<file path="config.mk">
export PLATFORM = sky130hd
export DESIGN_NAME = ym_timer_top
export DESIGN_NICKNAME = d
export VERILOG_FILES = /design/src/design/ym_timer_pkg.sv /design/src/design/ym_bus_fsm.sv /design/src/design/ym_timer_regs.sv /design/src/design/ym_tick_gen.sv /design/src/design/ym_timer.sv /design/src/design/ym_status.sv /design/src/design/ym_timer_top.sv
export SDC_FILE = /design/constraint.sdc
export NUM_CORES = 1
export LEC_CHECK = 0
export BUFFER_PORTS_ARGS = -buffer_cell sky130_fd_sc_hd__buf_2
export CAP_MARGIN = 15
export CORE_MARGIN = 3
export CORE_UTILIZATION = 54
export CTS_CLUSTER_SIZE = 14
export DETAILED_ROUTE_END_ITERATION = 6
export HOLD_SLACK_MARGIN = 0.15
export PLACE_DENSITY = 0.73
export SYNTH_ARGS = -nofsm -noshare
export SYNTH_HDL_FRONTEND = slang
export SYNTH_SLANG_ARGS = --single-unit
</file>
<file path="constraint.sdc">
create_clock -name clk -period 1.5 [get_ports clk]
set_input_delay 0.225 -clock clk [delete_from_list [all_inputs] [get_ports clk]]
set_output_delay 0.225 -clock clk [all_outputs]
set_load 0.01 [all_outputs]
</file>
<file path="src/design/ym_timer_pkg.sv">
/* FM timer control package
   Widths, register numbers, bus structs and the write-port state type */
package ym_timer_pkg;

    typedef logic [7:0] reg_addr_t;     // Register number from an address write
    typedef logic [7:0] reg_data_t;     // Host data byte and status byte
    typedef logic [9:0] timer_a_t;
    typedef logic [7:0] timer_b_t;

    // One register write as seen by the register file
    typedef struct packed {
        reg_addr_t addr;
        reg_data_t data;
    } reg_write_t;

    // Timer levels held in the register file
    typedef struct packed {
        timer_a_t value_a;
        timer_b_t value_b;
        logic     load_a;               // Run bits
        logic     load_b;
        logic     irq_en_a;
        logic     irq_en_b;
    } timer_ctrl_t;

    // Single cycle flag reset pulses
    typedef struct packed {
        logic clr_a;
        logic clr_b;
    } flag_clr_t;

    typedef enum logic {
        BUS_IDLE,
        BUS_BUSY
    } bus_state_t;

    localparam reg_addr_t REG_TA_HI = 8'h24;
    localparam reg_addr_t REG_TA_LO = 8'h25;
    localparam reg_addr_t REG_TB    = 8'h26;
    localparam reg_addr_t REG_TCTL  = 8'h27;

    localparam int TB_SUBDIV = 16;      // Sample ticks per timer B count

endpackage

</file>
<file path="src/design/ym_bus_fsm.sv">
/* Write-port controller
   Latches the register number, issues one strobe per data write and runs busy */
`timescale 1ns/1ps

module ym_bus_fsm
    import ym_timer_pkg::*;
#(
    parameter int BUSY_CYCLES = 32
) (
    input  logic       clk,
    input  logic       arst_n,
    input  logic       cs_n,
    input  logic       wr_n,
    input  logic [1:0] addr,
    input  reg_data_t  din,
    output logic       reg_wr,
    output reg_write_t wr,
    output logic       busy
);

    localparam int CNT_W = $clog2(BUSY_CYCLES + 1);

    bus_state_t       state;
    reg_addr_t        reg_num;          // Latched register number
    logic [CNT_W-1:0] busy_cnt;
    logic             write;
    logic             addr_wr;
    logic             data_wr;

    // Level strobes, sampled once per clock
    assign write   = !cs_n && !wr_n;
    assign addr_wr = write && (addr == 2'b00);
    assign data_wr = write && (addr == 2'b01);   // Second bank ignored

    assign busy = (state == BUS_BUSY);

    always_ff @(posedge clk or negedge arst_n) begin
        if (!arst_n) begin
            state    <= BUS_IDLE;
            busy_cnt <= '0;
            reg_wr   <= 1'b0;
        end else begin
            reg_wr <= 1'b0;
            case (state)
                BUS_IDLE: begin
                    if (data_wr) begin
                        reg_wr   <= 1'b1;
                        busy_cnt <= CNT_W'(BUSY_CYCLES - 1);
                        state    <= BUS_BUSY;
                    end
                end
                BUS_BUSY: begin
                    // Data writes in here are lost
                    if (busy_cnt == '0) begin
                        state <= BUS_IDLE;
                    end else begin
                        busy_cnt <= busy_cnt - CNT_W'(1);
                    end
                end
                default: state <= BUS_IDLE;
            endcase
        end
    end

    always_ff @(posedge clk) begin
        if (addr_wr) begin
            reg_num <= din;             // Accepted even while busy
        end
        if (data_wr && state == BUS_IDLE) begin
            wr.addr <= reg_num;
            wr.data <= din;
        end
    end

    // Busy drops exactly BUSY_CYCLES clocks after the strobe that raised it
    a_no_wr_when_busy: assert property (
        @(posedge clk) disable iff (!arst_n)
        $fell(busy) |-> $past(reg_wr, BUSY_CYCLES)
    );

endmodule

</file>
<file path="src/design/ym_timer_regs.sv">
/* Timer register file
   Decodes writes to 0x24..0x27 into timer controls and flag reset pulses */
`timescale 1ns/1ps

module ym_timer_regs
    import ym_timer_pkg::*;
(
    input  logic        clk,
    input  logic        arst_n,
    input  logic        reg_wr,
    input  reg_write_t  wr,
    output timer_ctrl_t ctrl,
    output flag_clr_t   clr
);

    logic ctl_wr;

    assign ctl_wr = reg_wr && (wr.addr == REG_TCTL);

    always_ff @(posedge clk or negedge arst_n) begin
        if (!arst_n) begin
            ctrl <= '0;
        end else if (reg_wr) begin
            case (wr.addr)
                REG_TA_HI: ctrl.value_a[9:2] <= wr.data;
                REG_TA_LO: ctrl.value_a[1:0] <= wr.data[1:0];
                REG_TB:    ctrl.value_b      <= wr.data;
                REG_TCTL: begin
                    ctrl.load_a   <= wr.data[0];
                    ctrl.load_b   <= wr.data[1];
                    ctrl.irq_en_a <= wr.data[2];
                    ctrl.irq_en_b <= wr.data[3];
                end
                default: ;              // Other registers are not ours
            endcase
        end
    end

    // Bits 4 and 5 of 0x27 only fire once
    always_ff @(posedge clk or negedge arst_n) begin
        if (!arst_n) begin
            clr <= '0;
        end else begin
            clr.clr_a <= ctl_wr && wr.data[4];
            clr.clr_b <= ctl_wr && wr.data[5];
        end
    end

    // Busy spacing keeps two strobes from landing back to back
    a_clr_a_pulse: assert property (
        @(posedge clk) disable iff (!arst_n)
        clr.clr_a |=> !clr.clr_a
    );

    a_clr_b_pulse: assert property (
        @(posedge clk) disable iff (!arst_n)
        clr.clr_b |=> !clr.clr_b
    );

endmodule

</file>
<file path="src/design/ym_tick_gen.sv">
/* Sample tick generator
   Divides the clock into the sample tick and the slower timer B tick */
`timescale 1ns/1ps

module ym_tick_gen
    import ym_timer_pkg::*;
#(
    parameter int SAMPLE_DIV = 144
) (
    input  logic clk,
    input  logic arst_n,
    output logic tick_a,
    output logic tick_b
);

    localparam int DIV_W = (SAMPLE_DIV > 1) ? $clog2(SAMPLE_DIV) : 1;

    logic [DIV_W-1:0] div_cnt;
    logic [3:0]       sub_cnt;          // Sample ticks within one timer B count
    logic             div_end;

    assign div_end = (div_cnt == DIV_W'(SAMPLE_DIV - 1));

    always_ff @(posedge clk or negedge arst_n) begin
        if (!arst_n) begin
            div_cnt <= '0;
            sub_cnt <= '0;
            tick_a  <= 1'b0;
            tick_b  <= 1'b0;
        end else begin
            tick_a <= div_end;
            tick_b <= div_end && (sub_cnt == 4'(TB_SUBDIV - 1));
            if (div_end) begin
                div_cnt <= '0;
                sub_cnt <= sub_cnt + 4'd1;  // Wraps at 16
            end else begin
                div_cnt <= div_cnt + DIV_W'(1);
            end
        end
    end

endmodule

</file>
<file path="src/design/ym_timer.sv">
/* Reloadable up-counting timer
   Loads on a rising run bit, counts on tick and pulses ovf when it wraps */
`timescale 1ns/1ps

module ym_timer #(
    parameter int WIDTH = 10
) (
    input  logic             clk,
    input  logic             arst_n,
    input  logic             tick,
    input  logic             run,
    input  logic [WIDTH-1:0] reload,
    output logic             ovf
);

    logic [WIDTH-1:0] cnt;
    logic             run_q;
    logic             start;

    assign start = run && !run_q;       // Run bit just set

    // Wrap from all ones, same cycle as the tick
    assign ovf = run && !start && tick && (&cnt);

    always_ff @(posedge clk or negedge arst_n) begin
        if (!arst_n) begin
            run_q <= 1'b0;
            cnt   <= '0;
        end else begin
            run_q <= run;
            if (start) begin
                cnt <= reload;
            end else if (run && tick) begin
                if (&cnt) begin
                    cnt <= reload;
                end else begin
                    cnt <= cnt + WIDTH'(1);
                end
            end
        end
    end

    // Overflow needs a timer that was already running
    a_ovf_running: assert property (
        @(posedge clk) disable iff (!arst_n)
        ovf |-> run && $past(run)
    );

endmodule

</file>
<file path="src/design/ym_status.sv">
/* Status and interrupt block
   Holds the timer flags, drives irq_n and builds the status byte */
`timescale 1ns/1ps

module ym_status
    import ym_timer_pkg::*;
(
    input  logic        clk,
    input  logic        arst_n,
    input  logic        busy,
    input  timer_ctrl_t ctrl,
    input  flag_clr_t   clr,
    input  logic        ovf_a,
    input  logic        ovf_b,
    output reg_data_t   dout,
    output logic        irq_n
);

    logic flag_a;
    logic flag_b;

    always_ff @(posedge clk or negedge arst_n) begin
        if (!arst_n) begin
            flag_a <= 1'b0;
            flag_b <= 1'b0;
        end else begin
            // Clear beats set
            if (clr.clr_a)   flag_a <= 1'b0;
            else if (ovf_a)  flag_a <= 1'b1;

            if (clr.clr_b)   flag_b <= 1'b0;
            else if (ovf_b)  flag_b <= 1'b1;
        end
    end

    assign irq_n = !((flag_a && ctrl.irq_en_a) || (flag_b && ctrl.irq_en_b));

    assign dout = {busy, 5'b00000, flag_b, flag_a};

endmodule

</file>
<file path="src/design/ym_timer_top.sv">
/* FM chip control side
   CPU write port, busy flag, timers A and B, status byte and interrupt */
`timescale 1ns/1ps

module ym_timer_top
    import ym_timer_pkg::*;
#(
    parameter int SAMPLE_DIV  = 144,
    parameter int BUSY_CYCLES = 32
) (
    input  logic       clk,
    input  logic       arst_n,
    input  logic       cs_n,
    input  logic       wr_n,
    input  logic [1:0] addr,
    input  reg_data_t  din,
    output reg_data_t  dout,
    output logic       irq_n
);

    logic        reg_wr;
    reg_write_t  wr;
    logic        busy;
    timer_ctrl_t ctrl;
    flag_clr_t   clr;
    logic        tick_a;            // Sample rate
    logic        tick_b;            // Sample rate / 16
    logic        ovf_a;
    logic        ovf_b;

    ym_bus_fsm #(.BUSY_CYCLES(BUSY_CYCLES)) u_bus_fsm (
        .clk    ( clk    ),
        .arst_n ( arst_n ),
        .cs_n   ( cs_n   ),
        .wr_n   ( wr_n   ),
        .addr   ( addr   ),
        .din    ( din    ),
        .reg_wr ( reg_wr ),
        .wr     ( wr     ),
        .busy   ( busy   )
    );

    ym_timer_regs u_timer_regs (
        .clk    ( clk    ),
        .arst_n ( arst_n ),
        .reg_wr ( reg_wr ),
        .wr     ( wr     ),
        .ctrl   ( ctrl   ),
        .clr    ( clr    )
    );

    ym_tick_gen #(.SAMPLE_DIV(SAMPLE_DIV)) u_tick_gen (
        .clk    ( clk    ),
        .arst_n ( arst_n ),
        .tick_a ( tick_a ),
        .tick_b ( tick_b )
    );

    ym_timer #(.WIDTH(10)) u_timer_a (
        .clk    ( clk          ),
        .arst_n ( arst_n       ),
        .tick   ( tick_a       ),
        .run    ( ctrl.load_a  ),
        .reload ( ctrl.value_a ),
        .ovf    ( ovf_a        )
    );

    ym_timer #(.WIDTH(8)) u_timer_b (
        .clk    ( clk          ),
        .arst_n ( arst_n       ),
        .tick   ( tick_b       ),
        .run    ( ctrl.load_b  ),
        .reload ( ctrl.value_b ),
        .ovf    ( ovf_b        )
    );

    ym_status u_status (
        .clk    ( clk    ),
        .arst_n ( arst_n ),
        .busy   ( busy   ),
        .ctrl   ( ctrl   ),
        .clr    ( clr    ),
        .ovf_a  ( ovf_a  ),
        .ovf_b  ( ovf_b  ),
        .dout   ( dout   ),
        .irq_n  ( irq_n  )
    );

endmodule

</file>
==> results of run 1 <==
## cell type report
cell class,count,area share
flip-flops and latches,92,0.4889
clock inverters,7,0.01944
repair buffers,70,0.1063
well taps,96,0.02424
multi-input cells,213,0.3263
clock buffers,9,0.02500
inverters,13,0.009848
## power groups by stage
stage	clock network (mW)	registers, mW	logic [mW]
5_1_grt	1.95	2.77	0.666
6_report	1.79	2.75	0.589
3_5_place_dp	0	2.80	0.543
2_1_floorplan	0	2.81	0.323
3_3_place_gp	0	2.80	0.531
4_1_cts	1.85	2.75	0.565
## worst max-delay path by stage
stage          depth (start not counted)        startpoint                    end  slack, ns
6_report                               5  u_bus_fsm.wr[14]  u_timer_regs.ctrl[19]      -0.12
5_1_grt                                5  u_bus_fsm.wr[14]  u_timer_regs.ctrl[17]      -0.15
4_1_cts                                5  u_bus_fsm.wr[14]  u_timer_regs.ctrl[21]      -0.09
3_5_place_dp                           4  u_bus_fsm.wr[11]   u_timer_regs.ctrl[1]      -0.08
3_3_place_gp                           4  u_bus_fsm.wr[11]   u_timer_regs.ctrl[1]      -0.03
2_1_floorplan                          4  u_bus_fsm.wr[11]  u_timer_regs.ctrl[14]      -0.02
## through the flow
stage          instances  power [mW]
6_report             500       5.135
5_1_grt              500       5.383
4_1_cts              493       5.162
3_5_place_dp         466       3.343
3_3_place_gp         466       3.328
2_1_floorplan        332       3.136
## flip-flops by register name, indices dropped and copies added, names as in the netlist, 2 cells and up
signal,cells
u_bus_fsm.wr,16
u_timer_regs.ctrl,22
u_timer_a.cnt,10
u_timer_regs.clr,2
u_tick_gen.div_cnt,8
u_bus_fsm.busy_cnt,6
u_tick_gen.sub_cnt,4
u_timer_b.cnt,8
u_bus_fsm.reg_num,8
## cells by family after synthesis
family                     Yosys count  share of synthesized area
AOI/OAI and AO/OA                   59                     0.1016
xor gates and xnor gates            11                    0.02385
adders and majority gates            6                    0.01859
buffers and inverters               27                    0.03624
DFF                                 92                     0.5998
muxes                               30                    0.08117
other                                1                  0.0009285
and+or+nand+nor                    102                     0.1379
## layer usage
| metal | vias up | routed length, um | track usage |
|---|---|---|---|
| li1 | 1335 | - | - |
| met1 | 1337 | 3297 | 0.2509 |
| met2 | 79 | 3939 | 0.3148 |
| met3 | 20 | 353 | 0.04387 |
| met4 | 0 | 227 | 0.07921 |
| met5 | - | 0 | 0 |
## cells in the mapped netlist (all sizes together), types with 2 or more instances
master and count:
dfrtp 68, nand2 26, edfxtp 24, mux2 22, nand3 17, nor2 17
o21ai 16, buf 13, inv 13, a21oi 11, mux2i 8, nand4 8
nor3 8, xor2 7, ha 6, and3 5, a22oi 4, nor2b 4
xnor2 4, a2bb2oi 3, o211ai 3, o21bai 3, or3 3, a221o 2
a31oi 2, and4 2, and4bb 2, nand2b 2, nand4b 2, nor3b 2
o21a 2, o311ai 2
## worst max-delay path, cell delays in order (launching register included)
cell and delay [ns]:
edfxtp_1 0.39, and4bb_2 0.35, nand2_2 0.08, nor3_4 0.22, buf_6 0.16, mux2_4 0.30
## repair_timing
action,CTS,global route
pin swaps,4,7
setup endpoints to repair,21,36
endpoints found under the hold margin,84,0
cloned,0,1
hold buffers,9,0
setup buffers,2,6
gates resized for setup,9,24
==> impl_metrics.ini, run 1 <==
[outcome]
status = finished, violations left
violations = setup timing

[finish]
nFillCells = 524
design_area_mm2 = 0.004955
n_antenna_cell = 0
seq_area_mm2 = 0.002422
syn2layout_area_growth_pct = 22.68
mostFrequentLayoutCell = dfrtp_1
multiInputGateArea_mm2 = 0.001617
finalNetCount = 419
utilization = 0.7059
layout_common_cells = dfrtp_1, buf_4, nand2_1
drive_above_1_share = 0.3069

[worst_setup_path]
path_class = flip-flop to flip-flop
r2r_cells = 5
cp-end-kind = flip-flop
r2r-start = u_bus_fsm.wr[14]
cp.required_ns = 1.75
crit_path_start_kind = flip-flop
path_max_fanout = 4
crit_arrival_ns = 1.86
rrSetupSlack_ns = -0.12
r2r_end = u_timer_regs.ctrl[19]

[timing]
slew_headroom = 0.6564
finalSetupViolations = 18
finalMaxSlewViolations = 0
rsz0062_at_grt = true
holdWs_ns = 0.2936
skew_ns = 0.004820
finalWorstSetupSlack_ns = -0.1167
max_freq_ghz = 0.6186
hold_violations = 0
tightest_slew_ns = 0.5119
fin_setup_tns_ns = -1.061
period_share = 1.078
period_minus_slack_ns = 1.617

[routing]
drtAntennaViolNets = 0
drc_errors = 0
drt_pass1_iterations = 4
vias = 2771
wl_per_cell_um = 15.64
viasPerCell = 5.542
wl_um = 7818
drtIter0Drc = 158

[power_and_ir_drop]
power_density_mw_per_mm2 = 1036
irDropWorstVdd_mv = 1.067
sequentialPowerShare = 0.536
intPower_mw = 3.913
p_leak_nw = 2.221
power.switching_mw = 1.222
p_clk_frac = 0.349
p_comb_frac = 0.115
switching_share = 0.2380

[logic_synthesis]
netlist_area_mm2 = 0.004039
async_flop_share = 0.7391
synth_seq_area_share = 0.5998
yosys.area.top_type = dfrtp_1
synth_seq_cells = 92
synth_top_area_share = 0.4213
synth_cell_type_count = 59
synth_edf_count = 24
synthFlopType = dfrtp_1
synth_warnings = 0
synth_cells = 328
postSynthAreaPerCell_um2 = 12.31
netlist_top_cells_area = dfrtp_1, edfxtp_1, mux2_2

[clock_tree]
clock_latency_ns = 0.35
clockBufferDepth = 2
cts_buffers = 9
cts_tree = built
cts_max_level = 3
clock_sinks = 92
ctsRootBufferMaster = clkbuf_8
clk_pin_slew_worst_paths_ns = 0.09

[placed_design]
dp.final_hpwl_um = 5269
dpl_cell_area_mm2 = 0.004443
gp_congestion = 0.9018
dp_slack_ns = -0.08226
io_buffers = 17

[die]
rows = 30
dieArea_mm2 = 0.008553
start_util = 0.5754
die_w_um = 92.49
coreArea_mm2 = 0.007019
ios = 23
die_h_um = 92.49

[global_routing]
grt-ovfl-total = 0
antenna_found_initial = 0
grt_pass1_vias = 2646
grt_use_total = 0.1935
grt_pass1_wl_um = 12770
grt_max_degree = 69

[worst_hold_path]
min_path_cells = 4
worstHoldStart = addr[0]
hold_end = u_bus_fsm.busy_cnt[2]
hold_class = primary input to flip-flop

[run]
maxCapViolCount = 0
No activity file was read; power rests on OpenSTA's default activity.
==> run 2: changes to the inputs <==
--- a/config.mk
+++ b/config.mk
@@ -13,6 +13,7 @@
 export DETAILED_ROUTE_END_ITERATION = 6
 export HOLD_SLACK_MARGIN = 0.15
 export PLACE_DENSITY = 0.73
+export SKIP_CTS_REPAIR_TIMING = 1
 export SYNTH_ARGS = -nofsm -noshare
 export SYNTH_HDL_FRONTEND = slang
 export SYNTH_SLANG_ARGS = --single-unit
==> impl_metrics.ini, run 2 (same netlist as run 1, synthesis figures left out) <==
[clock_tree]
clockBufferDepth = 2
ctsRootBufferMaster = clkbuf_8
clock_latency_ns = 0.36
cts_max_level = 3
clock_sinks = 92
cts_buffers = 9
cts_tree = built
clk_pin_slew_worst_paths_ns = 0.09

[timing]
rsz0062_at_grt = true
finalMaxSlewViolations = 0
tightest_slew_ns = 0.5127
holdWs_ns = 0.2934
finalWorstSetupSlack_ns = -0.09672
hold_violations = 0
slew_headroom = 0.6559
max_freq_ghz = 0.6263
period_share = 1.064
skew_ns = 0.006651
finalSetupViolations = 12
period_minus_slack_ns = 1.597

[die]
die_w_um = 92.49
start_util = 0.5754
dieArea_mm2 = 0.008553
coreArea_mm2 = 0.007019
die_h_um = 92.49
rows = 30
ios = 23

[worst_setup_path]
crit_arrival_ns = 1.85
path_cells = and4bb_2 > nand2_2 > nor3_4 > buf_6 > mux2_4
crit_buf_inv = 1
path_class = flip-flop to flip-flop
cp_top_family = simple AND/OR/NAND/NOR gates
cp.required_ns = 1.75
critPathLaunch = u_bus_fsm.wr[14]
r2r-start = u_bus_fsm.wr[14]
slowest_stage = edfxtp_1
path_max_fanout = 4
crit_path_start_kind = flip-flop
slowest_delay_ns = 0.38
cp-end-kind = flip-flop

[global_routing]
antenna_found_initial = 0
grt_pass1_vias = 2580
grt-ovfl-total = 0
grt_pass1_wl_um = 12310
grt_max_degree = 69
grt_use_total = 0.1865

[placed_design]
dp.final_hpwl_um = 5269
gp_congestion = 0.9018
io_buffers = 17

[finish]
drive_above_1_share = 0.3094
top_register = u_timer_regs.ctrl
finalNetCount = 419
reg.largest.list = u_timer_regs.ctrl: 22 flops, u_bus_fsm.wr: 16 flops, u_timer_a.cnt: 10 flops
layout_common_cells = dfrtp_1, buf_4, nand2_1
utilization = 0.7053
largest_reg_flops = 22
mostFrequentLayoutCell = dfrtp_1
syn2layout_area_growth_pct = 22.58
n_antenna_cell = 0

[routing]
drtAntennaViolNets = 0
drc_errors = 0
drtIter0Drc = 134
viasPerCell = 5.506
drt_pass1_iterations = 4
vias = 2753
wl_um = 7695
wl_per_cell_um = 15.39

[outcome]
status = finished, violations left
violations = setup timing

[power_and_ir_drop]
irDropWorstVdd_mv = 1.066
p_leak_nw = 2.218
power_density_mw_per_mm2 = 1039

[worst_hold_path]
hold_class = primary input to flip-flop
worstHoldStart = addr[0]

[run]
maxCapViolCount = 0
==> run 2: layer usage <==
metal	GRT usage	wire length [um]	share of wire
met1	0.2417	3388	0.44
met2	0.3051	3931	0.51
met3	0.04468	266	0.035
met4	0.06931	109	0.014
met5	0	0	0
==> run 2: worst paths after layout <==
kind | endpoint | slack, ns | depth (start not counted)
min in group asynchronous | u_timer_b.cnt[4] | 0.39 | 3
min | u_bus_fsm.busy_cnt[2] | 0.29 | 4
max in group asynchronous | u_bus_fsm.busy | 0.79 | 3
max reg2reg | u_timer_regs.ctrl[19] | -0.1 | 5
max | u_timer_regs.ctrl[19] | -0.1 | 5
min reg2reg | u_status.flag_b | 0.40 | 1
==> run 2: power breakdown <==
part	switching [mW]	internal [mW]	total [mW]
Combinational	0.299	0.290	0.589
Clock	0.859	0.944	1.80
Sequential	0.0724	2.68	2.75
Total	1.23	3.91	5.14
==> run 2: layout make-up <==
class                   instances  area, um^2
flip-flops and latches         92        2422
multi-input cells             213        1613
repair buffers                 70       526.8
clock buffers                   9       123.9
fillers                       535        2068
clock inverters                 7       96.34
well taps                      96       120.1
inverters                      13       48.80
==> run 2: worst min-delay path: cells and delay by family <==
family                 cells  cell delay, ns
buffers and inverters      2            0.25
and+or+nand+nor            2            0.14
==> run 2: through the flow <==
stage | worst slack [ns] | cells | setup TNS, ns | total power [mW] | area, um^2
2_1_floorplan | -0.01652 | 332 | -0.1322 | 3.136 | 4063
3_3_place_gp | -0.03216 | 466 | -0.1244 | 3.328 | 4443
3_5_place_dp | -0.08226 | 466 | -1.050 | 3.343 | 4443
4_1_cts | -0.09643 | 482 | -1.490 | 5.144 | 4663
5_1_grt | -0.1701 | 500 | -2.474 | 5.382 | 4951
6_report | -0.09672 | 500 | -0.9014 | 5.144 | 4951
==> run 3: changes to the inputs <==
==> constraint.sdc (replaced) <==
create_clock -name clk -period 1.5 [get_ports clk]
set_input_delay 0.225 -clock clk [delete_from_list [all_inputs] [get_ports clk]]
set_output_delay 0.225 -clock clk [all_outputs]
set_load 0.02 [all_outputs]
==> impl_metrics.ini, run 3 (same netlist as run 1, synthesis figures left out) <==
[power_and_ir_drop]
intPower_mw = 3.928
power_density_mw_per_mm2 = 1077
p_leak_nw = 2.148
sequentialPowerShare = 0.532
p_clk_frac = 0.351
finalPower_mw = 5.194
switching_share = 0.2438
irDropWorstVdd_mv = 0.9233
p_comb_frac = 0.117
power.switching_mw = 1.267

[routing]
drt_pass1_iterations = 4
wl_per_cell_um = 15.39
wl_um = 7526
viasPerCell = 5.589
drtAntennaViolNets = 0
drtIter0Drc = 142
drc_errors = 0
vias = 2733

[clock_tree]
ctsRootBufferMaster = clkbuf_8
clock_sinks = 92
cts_buffers = 9
clk_pin_slew_worst_paths_ns = 0.09
clockBufferDepth = 2
cts_tree = built
clock_latency_ns = 0.35
cts_max_level = 3

[finish]
mostFrequentLayoutCell = dfrtp_1
utilization = 0.6870
multiInputGateArea_mm2 = 0.001559
syn2layout_area_growth_pct = 19.39
final_cells = 489
n_antenna_cell = 0
nFillCells = 531
drive_above_1_share = 0.2748
design_area_mm2 = 0.004822
reg.largest.list = u_timer_regs.ctrl: 22 flops, u_bus_fsm.wr: 16 flops, u_timer_a.cnt: 10 flops
layout_common_cells = dfrtp_1, buf_4, nand2_1
seq_area_mm2 = 0.002422
finalNetCount = 408
top_register = u_timer_regs.ctrl
largest_reg_flops = 22

[placed_design]
dp.final_hpwl_um = 5285
dp_slack_ns = -0.08097
io_buffers = 17
dpl_cell_area_mm2 = 0.004418
placed_cells = 461
gp_congestion = 0.9444

[global_routing]
grt_max_degree = 69
antenna_found_initial = 0
grt_pass1_vias = 2626
grt_pass1_wl_um = 12640
grt-ovfl-total = 0
grt_use_total = 0.1899

[timing]
finalSetupViolations = 16
rsz0062_at_grt = true
hold_violations = 0
max_freq_ghz = 0.6481
finalWorstSetupSlack_ns = -0.04290
skew_ns = 0.01186
holdWs_ns = 0.3110
finalMaxSlewViolations = 0
fin_setup_tns_ns = -0.3590
period_minus_slack_ns = 1.543
period_share = 1.029

[worst_setup_path]
cp-end-kind = flip-flop
path_class = flip-flop to flip-flop
crit_arrival_ns = 1.79
crit_path_start_kind = flip-flop
cp.required_ns = 1.75
r2r_cells = 5
path_max_fanout = 7

[die]
dieArea_mm2 = 0.008553
die_w_um = 92.49
ios = 23
rows = 30
die_h_um = 92.49
start_util = 0.5754
coreArea_mm2 = 0.007019

[worst_hold_path]
min_path_cells = 4
hold_class = primary input to flip-flop

[run]
maxCapViolCount = 0

[outcome]
violations = setup timing
status = finished, violations left
## run 3: changes by cell type in the layout (fill, tap and decap cells not counted), sizes merged
cell | previous run | this run
buf | 61 | 50
clkbuf | 9 | 10
clkinvlp | 2 | 1
## run 3: power groups by stage
| stage | clock (mW) | combinational [mW] | sequential [mW] |
|---|---|---|---|
| floorplan | 0 | 0.338 | 2.81 |
| global placement | 0 | 0.537 | 2.81 |
| detailed placement | 0 | 0.560 | 2.81 |
| CTS | 1.88 | 0.562 | 2.76 |
| global route | 2.00 | 0.689 | 2.78 |
| finish | 1.82 | 0.609 | 2.76 |
## run 3: final timing paths
kind,to,startpoint,slack [ns]
setup / recovery,u_timer_a.cnt[3],u_timer_a.cnt[0],-0.04
hold / removal,u_bus_fsm.busy_cnt[3],addr[0],0.31
setup reg to reg,u_timer_a.cnt[3],u_timer_a.cnt[0],-0.04
hold reg to reg,u_status.flag_b,u_timer_regs.clr[0],0.40
max in group asynchronous,u_bus_fsm.busy_cnt[4],arst_n,0.78
min in group asynchronous,u_timer_b.cnt[6],arst_n,0.40
## run 3: area by class of cell
type	instances	share of cell area
Sequential cell	92	0.5023
Multi-Input combinational cell	213	0.3233
Timing Repair Buffer	59	0.09289
Clock buffer	10	0.02647
Tap cell	96	0.02491
Clock inverter	6	0.01998
Inverter	13	0.01012
## run 3: critical path: stages, from the launching register on
cell     delay [ns]
dfrtp_1        0.41
ha_4           0.17
nand3_4        0.10
o31a_1         0.42
mux2i_1        0.17
o22a_1         0.17
## run 3: metal layers
| layer | part of all wire | global-route usage | up-vias |
|---|---|---|---|
| li1 | - | - | 1310 |
| met1 | 0.44 | 0.2467 | 1362 |
| met2 | 0.51 | 0.3082 | 48 |
| met3 | 0.041 | 0.05686 | 13 |
| met4 | 0.016 | 0.05817 | 0 |
| met5 | 0 | 0 | - |
